===== config.mk =====
export PLATFORM = sky130hd
export DESIGN_NAME = pma_check_top
export DESIGN_NICKNAME = d
export VERILOG_FILES = /design/src/hw/pma_types_pkg.sv /design/src/hw/pma_access_pkg.sv /design/src/hw/pma_lookup_if.sv /design/src/hw/pma_region_table.sv /design/src/hw/pma_lookup_arbiter.sv /design/src/hw/pma_access_checker.sv /design/src/hw/pma_check_top.sv
export VERILOG_INCLUDE_DIRS = /design/src /design/src/hw
export SDC_FILE = /design/constraint.sdc
export NUM_CORES = 2
export LEC_CHECK = 0
export ABC_AREA = 1
export ABC_CLOCK_PERIOD_IN_PS = 8600
export BUFFER_PORTS_ARGS = -buffer_cell sky130_fd_sc_hd__buf_4
export CAP_MARGIN = 40
export CORE_AREA = 2 2 272 274
export CTS_CLUSTER_SIZE = 10
export DETAILED_ROUTE_END_ITERATION = 8
export DIE_AREA = 0 0 274 276
export PLACE_DENSITY = 0.77
export SKIP_CTS_REPAIR_TIMING = 1
export SLEW_MARGIN = 5
export SYNTH_ARGS = -nofsm -noshare
export SYNTH_HDL_FRONTEND = slang
export SYNTH_SLANG_ARGS = --single-unit

===== constraint.sdc =====
create_clock -name clk -period 8.6 [get_ports clk]
set_input_delay 0.43 -clock clk [delete_from_list [all_inputs] [get_ports clk]]
set_output_delay 0.43 -clock clk [all_outputs]
set_load 0.01 [all_outputs]

===== src/hw/pma_consts.svh =====
// PMA checker constants
// Field codes keep the gaps of the wider region record; codes 2, 3, 5-7 are unused
// Attribute bits above PMA_AT_C are stored but not interpreted
// Vacant regions still match 0xFFFFFFF0 and up; region 7 must cover that range
`ifndef PMA_CONSTS_SVH
`define PMA_CONSTS_SVH

// ====================
// Table geometry
// ====================
`define PMA_NUM_REGIONS 8
`define PMA_GRAIN_LSB 4

// Field codes in the low three bits of the config address
`define PMA_FLD_START 3'd0
`define PMA_FLD_END 3'd1
`define PMA_FLD_ATTR 3'd4

// Attribute bit positions
`define PMA_AT_X 0
`define PMA_AT_W 1
`define PMA_AT_R 2
`define PMA_AT_C 3

// ====================
// Default map
// ====================
`define PMA_VACANT_ADDR 32'hFFFFFFFF
`define PMA_VACANT_ATTR 20'h00000

// Boot ROM, read and execute, cacheable
`define PMA_ROM_REGION 7
`define PMA_ROM_START 32'hFFFD0000
`define PMA_ROM_END 32'hFFFFFFFF
`define PMA_ROM_ATTR 20'h0000D

// Scratchpad RAM, full rights
`define PMA_SPAD_REGION 4
`define PMA_SPAD_START 32'hFFFC0000
`define PMA_SPAD_END 32'hFFFCFFFF
`define PMA_SPAD_ATTR 20'h0000F

// Main DRAM, full rights
`define PMA_DRAM_REGION 1
`define PMA_DRAM_START 32'h00000000
`define PMA_DRAM_END 32'h1FFFFFFF
`define PMA_DRAM_ATTR 20'h0000F

`endif


===== src/hw/pma_types_pkg.sv =====
// Data-width types shared by the PMA checker
// Region index width follows the region count in the constants header
`default_nettype none

`include "pma_consts.svh"

package pma_types_pkg;

	// Byte address on the processor side
	typedef logic [31:0] addr_t;

	// Configuration port data word
	typedef logic [31:0] word_t;

	// Stored attribute field, only the low four bits mean anything
	typedef logic [19:0] attr_t;

	// Region number, highest wins on overlap
	typedef logic [$clog2(`PMA_NUM_REGIONS)-1:0] region_idx_t;

	// Config address is {region, field code}
	typedef logic [5:0] cfg_adr_t;

endpackage

`default_nettype wire


===== src/hw/pma_access_pkg.sv =====
// Access kinds, fault codes and arbiter state
// Fault codes are 2 bits wide on the top-level ports
`default_nettype none

package pma_access_pkg;

	// What the requester wants to do with the address
	typedef enum logic [1:0] {
		acc_fetch = 2'd0,
		acc_load  = 2'd1,
		acc_store = 2'd2
	} acc_kind_t;

	// Checker verdict
	typedef enum logic [1:0] {
		flt_none      = 2'd0,
		flt_no_region = 2'd1,
		flt_denied    = 2'd2
	} fault_t;

	// Which checker the arbiter served most recently
	typedef enum logic {
		arb_last_fetch = 1'b0,
		arb_last_data  = 1'b1
	} arb_state_t;

endpackage

`default_nettype wire


===== src/hw/pma_lookup_if.sv =====
// One lookup channel into the region table
// lreq is a level held until lgnt; results are valid while lgnt is high
`timescale 1ns/1ns
`default_nettype none

interface pma_lookup_if;
	import pma_types_pkg::*;
	import pma_access_pkg::*;

	// Request side
	logic lreq;
	addr_t laddr;
	acc_kind_t lkind;

	// Grant and table result
	logic lgnt;
	logic lhit;
	region_idx_t lregion;
	attr_t lattr;

	modport requester (output lreq, laddr, lkind, input lgnt, lhit, lregion, lattr);
	modport arbiter_side (input lreq, laddr, lkind, output lgnt, lhit, lregion, lattr);
	// Table acknowledges every request in the same cycle
	modport table_side (input lreq, laddr, output lgnt, lhit, lregion, lattr);

endinterface

`default_nettype wire


===== src/hw/pma_region_table.sv =====
// Eight-entry PMA region table with config port and combinational lookup
// Only start, end and attribute fields exist; other codes read zero, ignore writes
// cfg_rdata lags cfg_adr by one cycle
// Overlapping regions resolve to the highest index
`timescale 1ns/1ns
`default_nettype none

`include "pma_consts.svh"

module pma_region_table (
	input logic clk,
	input logic rst,
	input logic cfg_wr,
	input pma_types_pkg::cfg_adr_t cfg_adr,
	input pma_types_pkg::word_t cfg_wdata,
	output pma_types_pkg::word_t cfg_rdata,
	pma_lookup_if.table_side lk
);
	import pma_types_pkg::*;

	// Region storage
	addr_t start_q [`PMA_NUM_REGIONS];
	addr_t end_q [`PMA_NUM_REGIONS];
	attr_t attr_q [`PMA_NUM_REGIONS];

	// Config address split
	region_idx_t cfg_region;
	logic [2:0] cfg_field;

	assign cfg_region = cfg_adr[5:3];
	assign cfg_field = cfg_adr[2:0];

	// ====================
	// Config write
	// ====================
	always_ff @(posedge clk) begin
		if (rst) begin
			// Everything vacant first
			for (int i = 0; i < `PMA_NUM_REGIONS; i++) begin
				start_q[i] <= `PMA_VACANT_ADDR;
				end_q[i] <= `PMA_VACANT_ADDR;
				attr_q[i] <= `PMA_VACANT_ATTR;
			end
			// Then the populated regions of the boot map
			start_q[`PMA_ROM_REGION] <= `PMA_ROM_START;
			end_q[`PMA_ROM_REGION] <= `PMA_ROM_END;
			attr_q[`PMA_ROM_REGION] <= `PMA_ROM_ATTR;
			start_q[`PMA_SPAD_REGION] <= `PMA_SPAD_START;
			end_q[`PMA_SPAD_REGION] <= `PMA_SPAD_END;
			attr_q[`PMA_SPAD_REGION] <= `PMA_SPAD_ATTR;
			start_q[`PMA_DRAM_REGION] <= `PMA_DRAM_START;
			end_q[`PMA_DRAM_REGION] <= `PMA_DRAM_END;
			attr_q[`PMA_DRAM_REGION] <= `PMA_DRAM_ATTR;
		end else if (cfg_wr) begin
			case (cfg_field)
				`PMA_FLD_START: start_q[cfg_region] <= cfg_wdata;
				`PMA_FLD_END: end_q[cfg_region] <= cfg_wdata;
				// Upper data bits dropped
				`PMA_FLD_ATTR: attr_q[cfg_region] <= attr_t'(cfg_wdata);
				default: ;
			endcase
		end
	end

	// ====================
	// Config read
	// ====================
	always_ff @(posedge clk) begin
		if (rst) begin
			cfg_rdata <= '0;
		end else begin
			case (cfg_field)
				`PMA_FLD_START: cfg_rdata <= start_q[cfg_region];
				`PMA_FLD_END: cfg_rdata <= end_q[cfg_region];
				`PMA_FLD_ATTR: cfg_rdata <= word_t'(attr_q[cfg_region]);
				// Unused slots always read zero
				default: cfg_rdata <= '0;
			endcase
		end
	end

	// ====================
	// Address lookup
	// ====================
	// Never stalls a lookup
	assign lk.lgnt = lk.lreq;

	// Later matches overwrite earlier ones, so the top index wins
	always_comb begin
		lk.lhit = 1'b0;
		lk.lregion = '0;
		lk.lattr = '0;
		for (int i = 0; i < `PMA_NUM_REGIONS; i++) begin
			// Inclusive bounds at 16-byte grain
			if (lk.laddr[31:`PMA_GRAIN_LSB] >= start_q[i][31:`PMA_GRAIN_LSB] &&
				lk.laddr[31:`PMA_GRAIN_LSB] <= end_q[i][31:`PMA_GRAIN_LSB]) begin
				lk.lhit = 1'b1;
				lk.lregion = region_idx_t'(i);
				lk.lattr = attr_q[i];
			end
		end
	end

endmodule

`default_nettype wire


===== src/hw/pma_lookup_arbiter.sv =====
// Round-robin arbiter for the table's single lookup port
// Fetch wins a tie after reset, then turns alternate
// Table result is broadcast; only the granted checker samples it
`timescale 1ns/1ns
`default_nettype none

module pma_lookup_arbiter (
	input logic clk,
	input logic rst,
	pma_lookup_if.arbiter_side fetch_lk,
	pma_lookup_if.arbiter_side data_lk,
	pma_lookup_if.requester tbl_lk
);
	import pma_access_pkg::*;

	// Last side served
	arb_state_t last_q;

	logic fetch_sel;
	logic data_sel;

	// ====================
	// Selection
	// ====================
	always_comb begin
		// Fetch goes if alone or if data went last
		fetch_sel = fetch_lk.lreq && (!data_lk.lreq || last_q == arb_last_data);
		data_sel = data_lk.lreq && !fetch_sel;
	end

	// Forward the chosen request downstream
	assign tbl_lk.lreq = fetch_sel | data_sel;
	assign tbl_lk.laddr = fetch_sel ? fetch_lk.laddr : data_lk.laddr;
	assign tbl_lk.lkind = fetch_sel ? fetch_lk.lkind : data_lk.lkind;

	// Grant only once the table takes it
	assign fetch_lk.lgnt = fetch_sel && tbl_lk.lgnt;
	assign data_lk.lgnt = data_sel && tbl_lk.lgnt;

	// Result fan-out
	assign fetch_lk.lhit = tbl_lk.lhit;
	assign fetch_lk.lregion = tbl_lk.lregion;
	assign fetch_lk.lattr = tbl_lk.lattr;
	assign data_lk.lhit = tbl_lk.lhit;
	assign data_lk.lregion = tbl_lk.lregion;
	assign data_lk.lattr = tbl_lk.lattr;

	// ====================
	// Turn tracking
	// ====================
	always_ff @(posedge clk) begin
		if (rst) begin
			// Pretend data went last so fetch leads
			last_q <= arb_last_data;
		end else if (fetch_lk.lgnt) begin
			last_q <= arb_last_fetch;
		end else if (data_lk.lgnt) begin
			last_q <= arb_last_data;
		end
	end

endmodule

`default_nettype wire


===== src/hw/pma_access_checker.sv =====
// Single-request permission checker
// req is ignored while busy; done pulses 2 or 3 cycles after the strobe
// fault, region and cacheable hold from done until the next done
// In fetch mode the store input has no effect
`timescale 1ns/1ns
`default_nettype none

`include "pma_consts.svh"

module pma_access_checker #(
	parameter bit FETCH_PORT = 1'b0
) (
	input logic clk,
	input logic rst,
	input logic req,
	input pma_types_pkg::addr_t addr,
	input logic store,
	output logic busy,
	output logic done,
	output pma_access_pkg::fault_t fault,
	output pma_types_pkg::region_idx_t region,
	output logic cacheable,
	pma_lookup_if.requester lk
);
	import pma_types_pkg::*;
	import pma_access_pkg::*;

	// Captured request
	addr_t addr_q;
	acc_kind_t kind_q;

	// Needed attribute bit is present
	logic perm_ok;

	// Hold the lookup while waiting for a turn
	assign lk.lreq = busy;
	assign lk.laddr = addr_q;
	assign lk.lkind = kind_q;

	always_comb begin
		case (kind_q)
			acc_fetch: perm_ok = lk.lattr[`PMA_AT_X];
			acc_load: perm_ok = lk.lattr[`PMA_AT_R];
			acc_store: perm_ok = lk.lattr[`PMA_AT_W];
			default: perm_ok = 1'b0;
		endcase
	end

	// ====================
	// Control
	// ====================
	always_ff @(posedge clk) begin
		if (rst) begin
			busy <= 1'b0;
			done <= 1'b0;
		end else begin
			done <= 1'b0;
			if (!busy && req) begin
				busy <= 1'b1;
			end else if (busy && lk.lgnt) begin
				// Result lands now, done shows next cycle
				busy <= 1'b0;
				done <= 1'b1;
			end
		end
	end

	// ====================
	// Request and result
	// ====================
	always_ff @(posedge clk) begin
		if (!busy && req) begin
			addr_q <= addr;
			if (FETCH_PORT)
				kind_q <= acc_fetch;
			else if (store)
				kind_q <= acc_store;
			else
				kind_q <= acc_load;
		end
		if (busy && lk.lgnt) begin
			// Missing region beats missing permission
			if (!lk.lhit)
				fault <= flt_no_region;
			else if (!perm_ok)
				fault <= flt_denied;
			else
				fault <= flt_none;
			region <= lk.lregion;
			cacheable <= lk.lhit && lk.lattr[`PMA_AT_C];
		end
	end

endmodule

`default_nettype wire


===== src/hw/pma_check_top.sv =====
// PMA checker top level
// Fetch and data checkers share one table lookup per cycle
// Config writes are seen by lookups from the next cycle on
`timescale 1ns/1ns
`default_nettype none

module pma_check_top (
	input logic clk,
	input logic rst,
	// Config port
	input logic cfg_wr,
	input pma_types_pkg::cfg_adr_t cfg_adr,
	input pma_types_pkg::word_t cfg_wdata,
	output pma_types_pkg::word_t cfg_rdata,
	// Instruction fetch
	input logic if_req,
	input pma_types_pkg::addr_t if_addr,
	output logic if_busy,
	output logic if_done,
	output pma_access_pkg::fault_t if_fault,
	output pma_types_pkg::region_idx_t if_region,
	output logic if_cacheable,
	// Data access
	input logic dp_req,
	input pma_types_pkg::addr_t dp_addr,
	input logic dp_store,
	output logic dp_busy,
	output logic dp_done,
	output pma_access_pkg::fault_t dp_fault,
	output pma_types_pkg::region_idx_t dp_region,
	output logic dp_cacheable
);

	// Checker to arbiter, arbiter to table
	pma_lookup_if fetch_lk ();
	pma_lookup_if data_lk ();
	pma_lookup_if tbl_lk ();

	pma_region_table table_i (
		.clk(clk),
		.rst(rst),
		.cfg_wr(cfg_wr),
		.cfg_adr(cfg_adr),
		.cfg_wdata(cfg_wdata),
		.cfg_rdata(cfg_rdata),
		.lk(tbl_lk.table_side)
	);

	pma_lookup_arbiter arbiter_i (
		.clk(clk),
		.rst(rst),
		.fetch_lk(fetch_lk.arbiter_side),
		.data_lk(data_lk.arbiter_side),
		.tbl_lk(tbl_lk.requester)
	);

	// Fetch side always checks execute
	pma_access_checker #(.FETCH_PORT(1'b1)) fetch_chk_i (
		.clk(clk),
		.rst(rst),
		.req(if_req),
		.addr(if_addr),
		.store(1'b0),
		.busy(if_busy),
		.done(if_done),
		.fault(if_fault),
		.region(if_region),
		.cacheable(if_cacheable),
		.lk(fetch_lk.requester)
	);

	// Data side checks read or write by dp_store
	pma_access_checker #(.FETCH_PORT(1'b0)) data_chk_i (
		.clk(clk),
		.rst(rst),
		.req(dp_req),
		.addr(dp_addr),
		.store(dp_store),
		.busy(dp_busy),
		.done(dp_done),
		.fault(dp_fault),
		.region(dp_region),
		.cacheable(dp_cacheable),
		.lk(data_lk.requester)
	);

endmodule

`default_nettype wire


==> flow_metrics.env <==
export IMPL_postLayoutCellArea_um2=49890
export IMPL_rows=99
export IMPL_hold_path_class="input port to flip-flop"
export IMPL_internal_power_mw=6.983
export IMPL_viasPerCell=6.244
export IMPL_drt_initial_drc_count=5273
export IMPL_setup_viol=0
export IMPL_slew_viol_final=0
export IMPL_clkPwrFrac_pct=37.3
export IMPL_synthesis_instances=4471
export IMPL_r2r_slack_ns=3.46
export IMPL_die_h_um=276
export IMPL_power_leakage_nw=21.41
export IMPL_core_area_um2=72590
export IMPL_crit_path_max_fanout=37
export IMPL_critical_path_arrival_ns=5.55
export IMPL_netlist_cell_type_count=54
export IMPL_crit_path_end_kind="flip-flop"
export IMPL_clock_path_buffers=3
export IMPL_cpPeakStageDelay_ns=0.56
export IMPL_numCtsBuffers=90
export IMPL_syn_nets=5027
export IMPL_worst_path_buf_inv=4
export IMPL_ys_ff_latch=779
export IMPL_yosysSeqAreaShare_pct=53.33
export IMPL_grt_pass1_wl_um=205400
export IMPL_switchingPower_mw=2.813
export IMPL_start_util_pct=59.47
export IMPL_io_pin_count=156
export IMPL_dieArea_um2=75620
export IMPL_cts_sinks=779
export IMPL_wl_per_cell_um=24.52
export IMPL_power_frac_comb_pct=17.5
export IMPL_num_vias=35727
export IMPL_finalSetupTns_ns=0
export IMPL_status="completed"
export IMPL_drcViolationCount=0
export IMPL_switching_share_pct=28.71
export IMPL_period_share_pct=59.77
export IMPL_area_delta_synth_final_pct=15.56
export IMPL_relSlewSlack_pct=31.88
export IMPL_critPathRequiredTime_ns=9.01
export IMPL_min_path_cells=3
export IMPL_grt_pass1_vias=34230
export IMPL_sequentialPowerShare_pct=45.3
export IMPL_path_class="flip-flop to flip-flop"
export IMPL_clk_pin_slew_ns=0.05
export IMPL_cts_tree="built"
export IMPL_crit_path_top_delay_cell="ha_1"
export IMPL_grt_max_degree=50
export IMPL_clk_latency_ns=0.69
export IMPL_worst_hold_startpoint="if_req"
export IMPL_rr_worst_depth=26
export IMPL_cts_root_buffer="clkbuf_16"
export IMPL_post_route_cells_drive_above_1_share_pct=9.681
export IMPL_critPathLaunchType="flip-flop"
export IMPL_placed_area_um2=46540
export IMPL_final_setup_skew_ns=0.05273
export IMPL_grt_remaining_overflow=0
export IMPL_wl_um=140300
export IMPL_reg2reg_to="data_chk_i.fault[1]"
export IMPL_synth_warnings=0
export IMPL_post_dp_hpwl_um=97690
export IMPL_min_to="fetch_chk_i.busy"
export IMPL_synthArstFlopShare_pct=0
export IMPL_ir_drop_v=0.0001633
export IMPL_die_x_um=274
export IMPL_whs_ns=0.07382
export IMPL_r2r_start="fetch_chk_i.busy"
export IMPL_port_buffers=147
export IMPL_worst_pin_slew_ns=1.009
export IMPL_synth_main_ff_cell="edfxtp_1"
export IMPL_htree_levels=3
export IMPL_final_nets=5247
export IMPL_antenna_found_initial=1
export IMPL_place_gp_congestion=0.9687
export IMPL_syn_avg_cell_area_um2=9.656
export IMPL_critPathTopFamily="simple AND/OR/NAND/NOR gates"
export IMPL_fin_util_pct=68.72
export IMPL_finalHoldViolCount=0
export IMPL_globalRouteTotalUtil_pct=36.39
export IMPL_cap_violations=0
export IMPL_cp_common_cell="nand2_1"
export IMPL_syn_area_um2=43170
export IMPL_synth_edf_count=742
export IMPL_ant_nets=0
export IMPL_rsz0062_at_grt="false"
export IMPL_finalCriticalPeriod_ns=5.140
export IMPL_firstDrtPassIters=8
export IMPL_power_density_nw_per_um2=196.4
export IMPL_fmax_mhz=194.5
[placed cells by master (no fill, tap or decap), types with 90 or more instances in the layout]
cell type	instances
nand3_1	105
buf_4	215
a21oi_1	231
clkbuf_16	90
inv_1	622
edfxtp_1	742
ha_1	448
nor2_1	318
o21ai_0	111
nand2_1	1100
o22ai_1	155
[sequential cells by signal (all words and copies together) (netlist names), 2 cells and up]
| register | cells |
|---|---|
| table_i.end_q | 256 |
| table_i.start_q | 256 |
| data_chk_i.region | 3 |
| fetch_chk_i.fault | 2 |
| data_chk_i.fault | 2 |
| data_chk_i.lk.laddr | 28 |
| table_i.attr_q | 160 |
| fetch_chk_i.lk.laddr | 28 |
| table_i.cfg_rdata | 32 |
| data_chk_i.lk.lkind | 2 |
| fetch_chk_i.region | 3 |
[per-layer routing]
| metal | track usage (%) | vias up | share of wire [%] |
|---|---|---|---|
| met2 | 55.66 | 2580 | 44 |
| met4 | 20.48 | 2 | 6.2 |
| met5 | 0 | - | 0.0086 |
| met3 | 8.138 | 489 | 14 |
| li1 | - | 15828 | - |
| met1 | 48.01 | 16828 | 36 |
[synthesized netlist by cell type, types with 20 or more instances]
master     number  area (um2)
nand2_1      1103        4140
ha_1          448        5605
nand4_1        76       475.5
o41ai_1        45       394.1
buf_2          58       290.3
clkbuf_1      140       525.5
dfxtp_1        37       740.7
a21oi_1       232        1161
nand3_1       105       525.5
inv_2          21       78.83
a22oi_1        25       187.7
o21a_1         23       172.7
nor2_1        333        1250
inv_1         623        2338
nor3_1         26       130.1
o22ai_1       155       969.7
o31ai_1        21       157.7
o2111ai_1      20       175.2
o21ai_0       122       610.6
edfxtp_1      742       22280
[worst max path at each step]
stage / startpoint / to / depth (start not counted)
after CTS: fetch_chk_i.busy / data_chk_i.fault[1] / 17
after floorplan: cfg_adr[3] / table_i.end_q[7][0] / 7
final: fetch_chk_i.busy / data_chk_i.fault[1] / 26
after global placement: fetch_chk_i.busy / data_chk_i.fault[1] / 18
after global routing: fetch_chk_i.busy / data_chk_i.fault[1] / 22
after detailed placement: fetch_chk_i.busy / data_chk_i.fault[1] / 17
[cells by family (layout without fill, tap and decap cells)]
family,count (synthesis),after routing,share of synthesized area (%)
buffers and inverters,846,1137,7.533
other,0,1,0
AND/OR/NAND/NOR,1681,1681,15.89
adder cells (fa/ha/maj),448,448,12.98
AO/OA/AOI/OAI,716,716,10.24
flip-flops,779,779,53.33
multiplexers,1,1,0.02319
[stage by stage]
step                      setup WS, ns  power (mW)  instances
after global routing             3.242       10.11       5721
after detailed placement         3.622       6.130       5499
after floorplan                  4.433       5.472       4471
after global placement           3.589       5.998       5444
after CTS                        3.575       9.720       5662
final                            3.460       9.796       5722
[worst register-to-register path, cell delays in order, from the launching register on]
cell and delay, ns:
dfxtp_1 0.36, inv_1 0.10, a21oi_4 0.10, buf_4 0.42
inv_2 0.36, nand2_1 0.14, nand2_1 0.55, ha_1 0.58
nand2_1 0.05, inv_1 0.08, nand3_1 0.17, nor3_1 0.43
nand4_1 0.15, nand3_1 0.42, nand2_1 0.11, nand2_1 0.15
nand3_1 0.09, nand2_1 0.07, nand2_1 0.05, nand2_1 0.05
nand2_1 0.06, nand2_1 0.06, nand2_1 0.06, nand2_1 0.08
nand2_1 0.05, nand2_1 0.08, a21oi_2 0.04
[cell type report]
type,count,area (um2)
flip-flops and latches,779,23020
fillers,5357,22700
multi-input cells,2846,17140
repair buffers,329,3338
clock buffers,153,2539
inverters,645,2421
well taps,959,1200
clock inverters,10,227.7
diodes,1,2.502
[power by group through the flow]
stage                     clock network (mW)  registers (mW)  logic, mW
after global routing                    3.80            4.45       1.85
after CTS                               3.65            4.43       1.64
after detailed placement                   0            4.51       1.62
after global placement                     0            4.50       1.50
after floorplan                            0            4.50      0.970
final                                   3.65            4.43       1.71
Note: power is estimated with default switching activity, not from simulation.
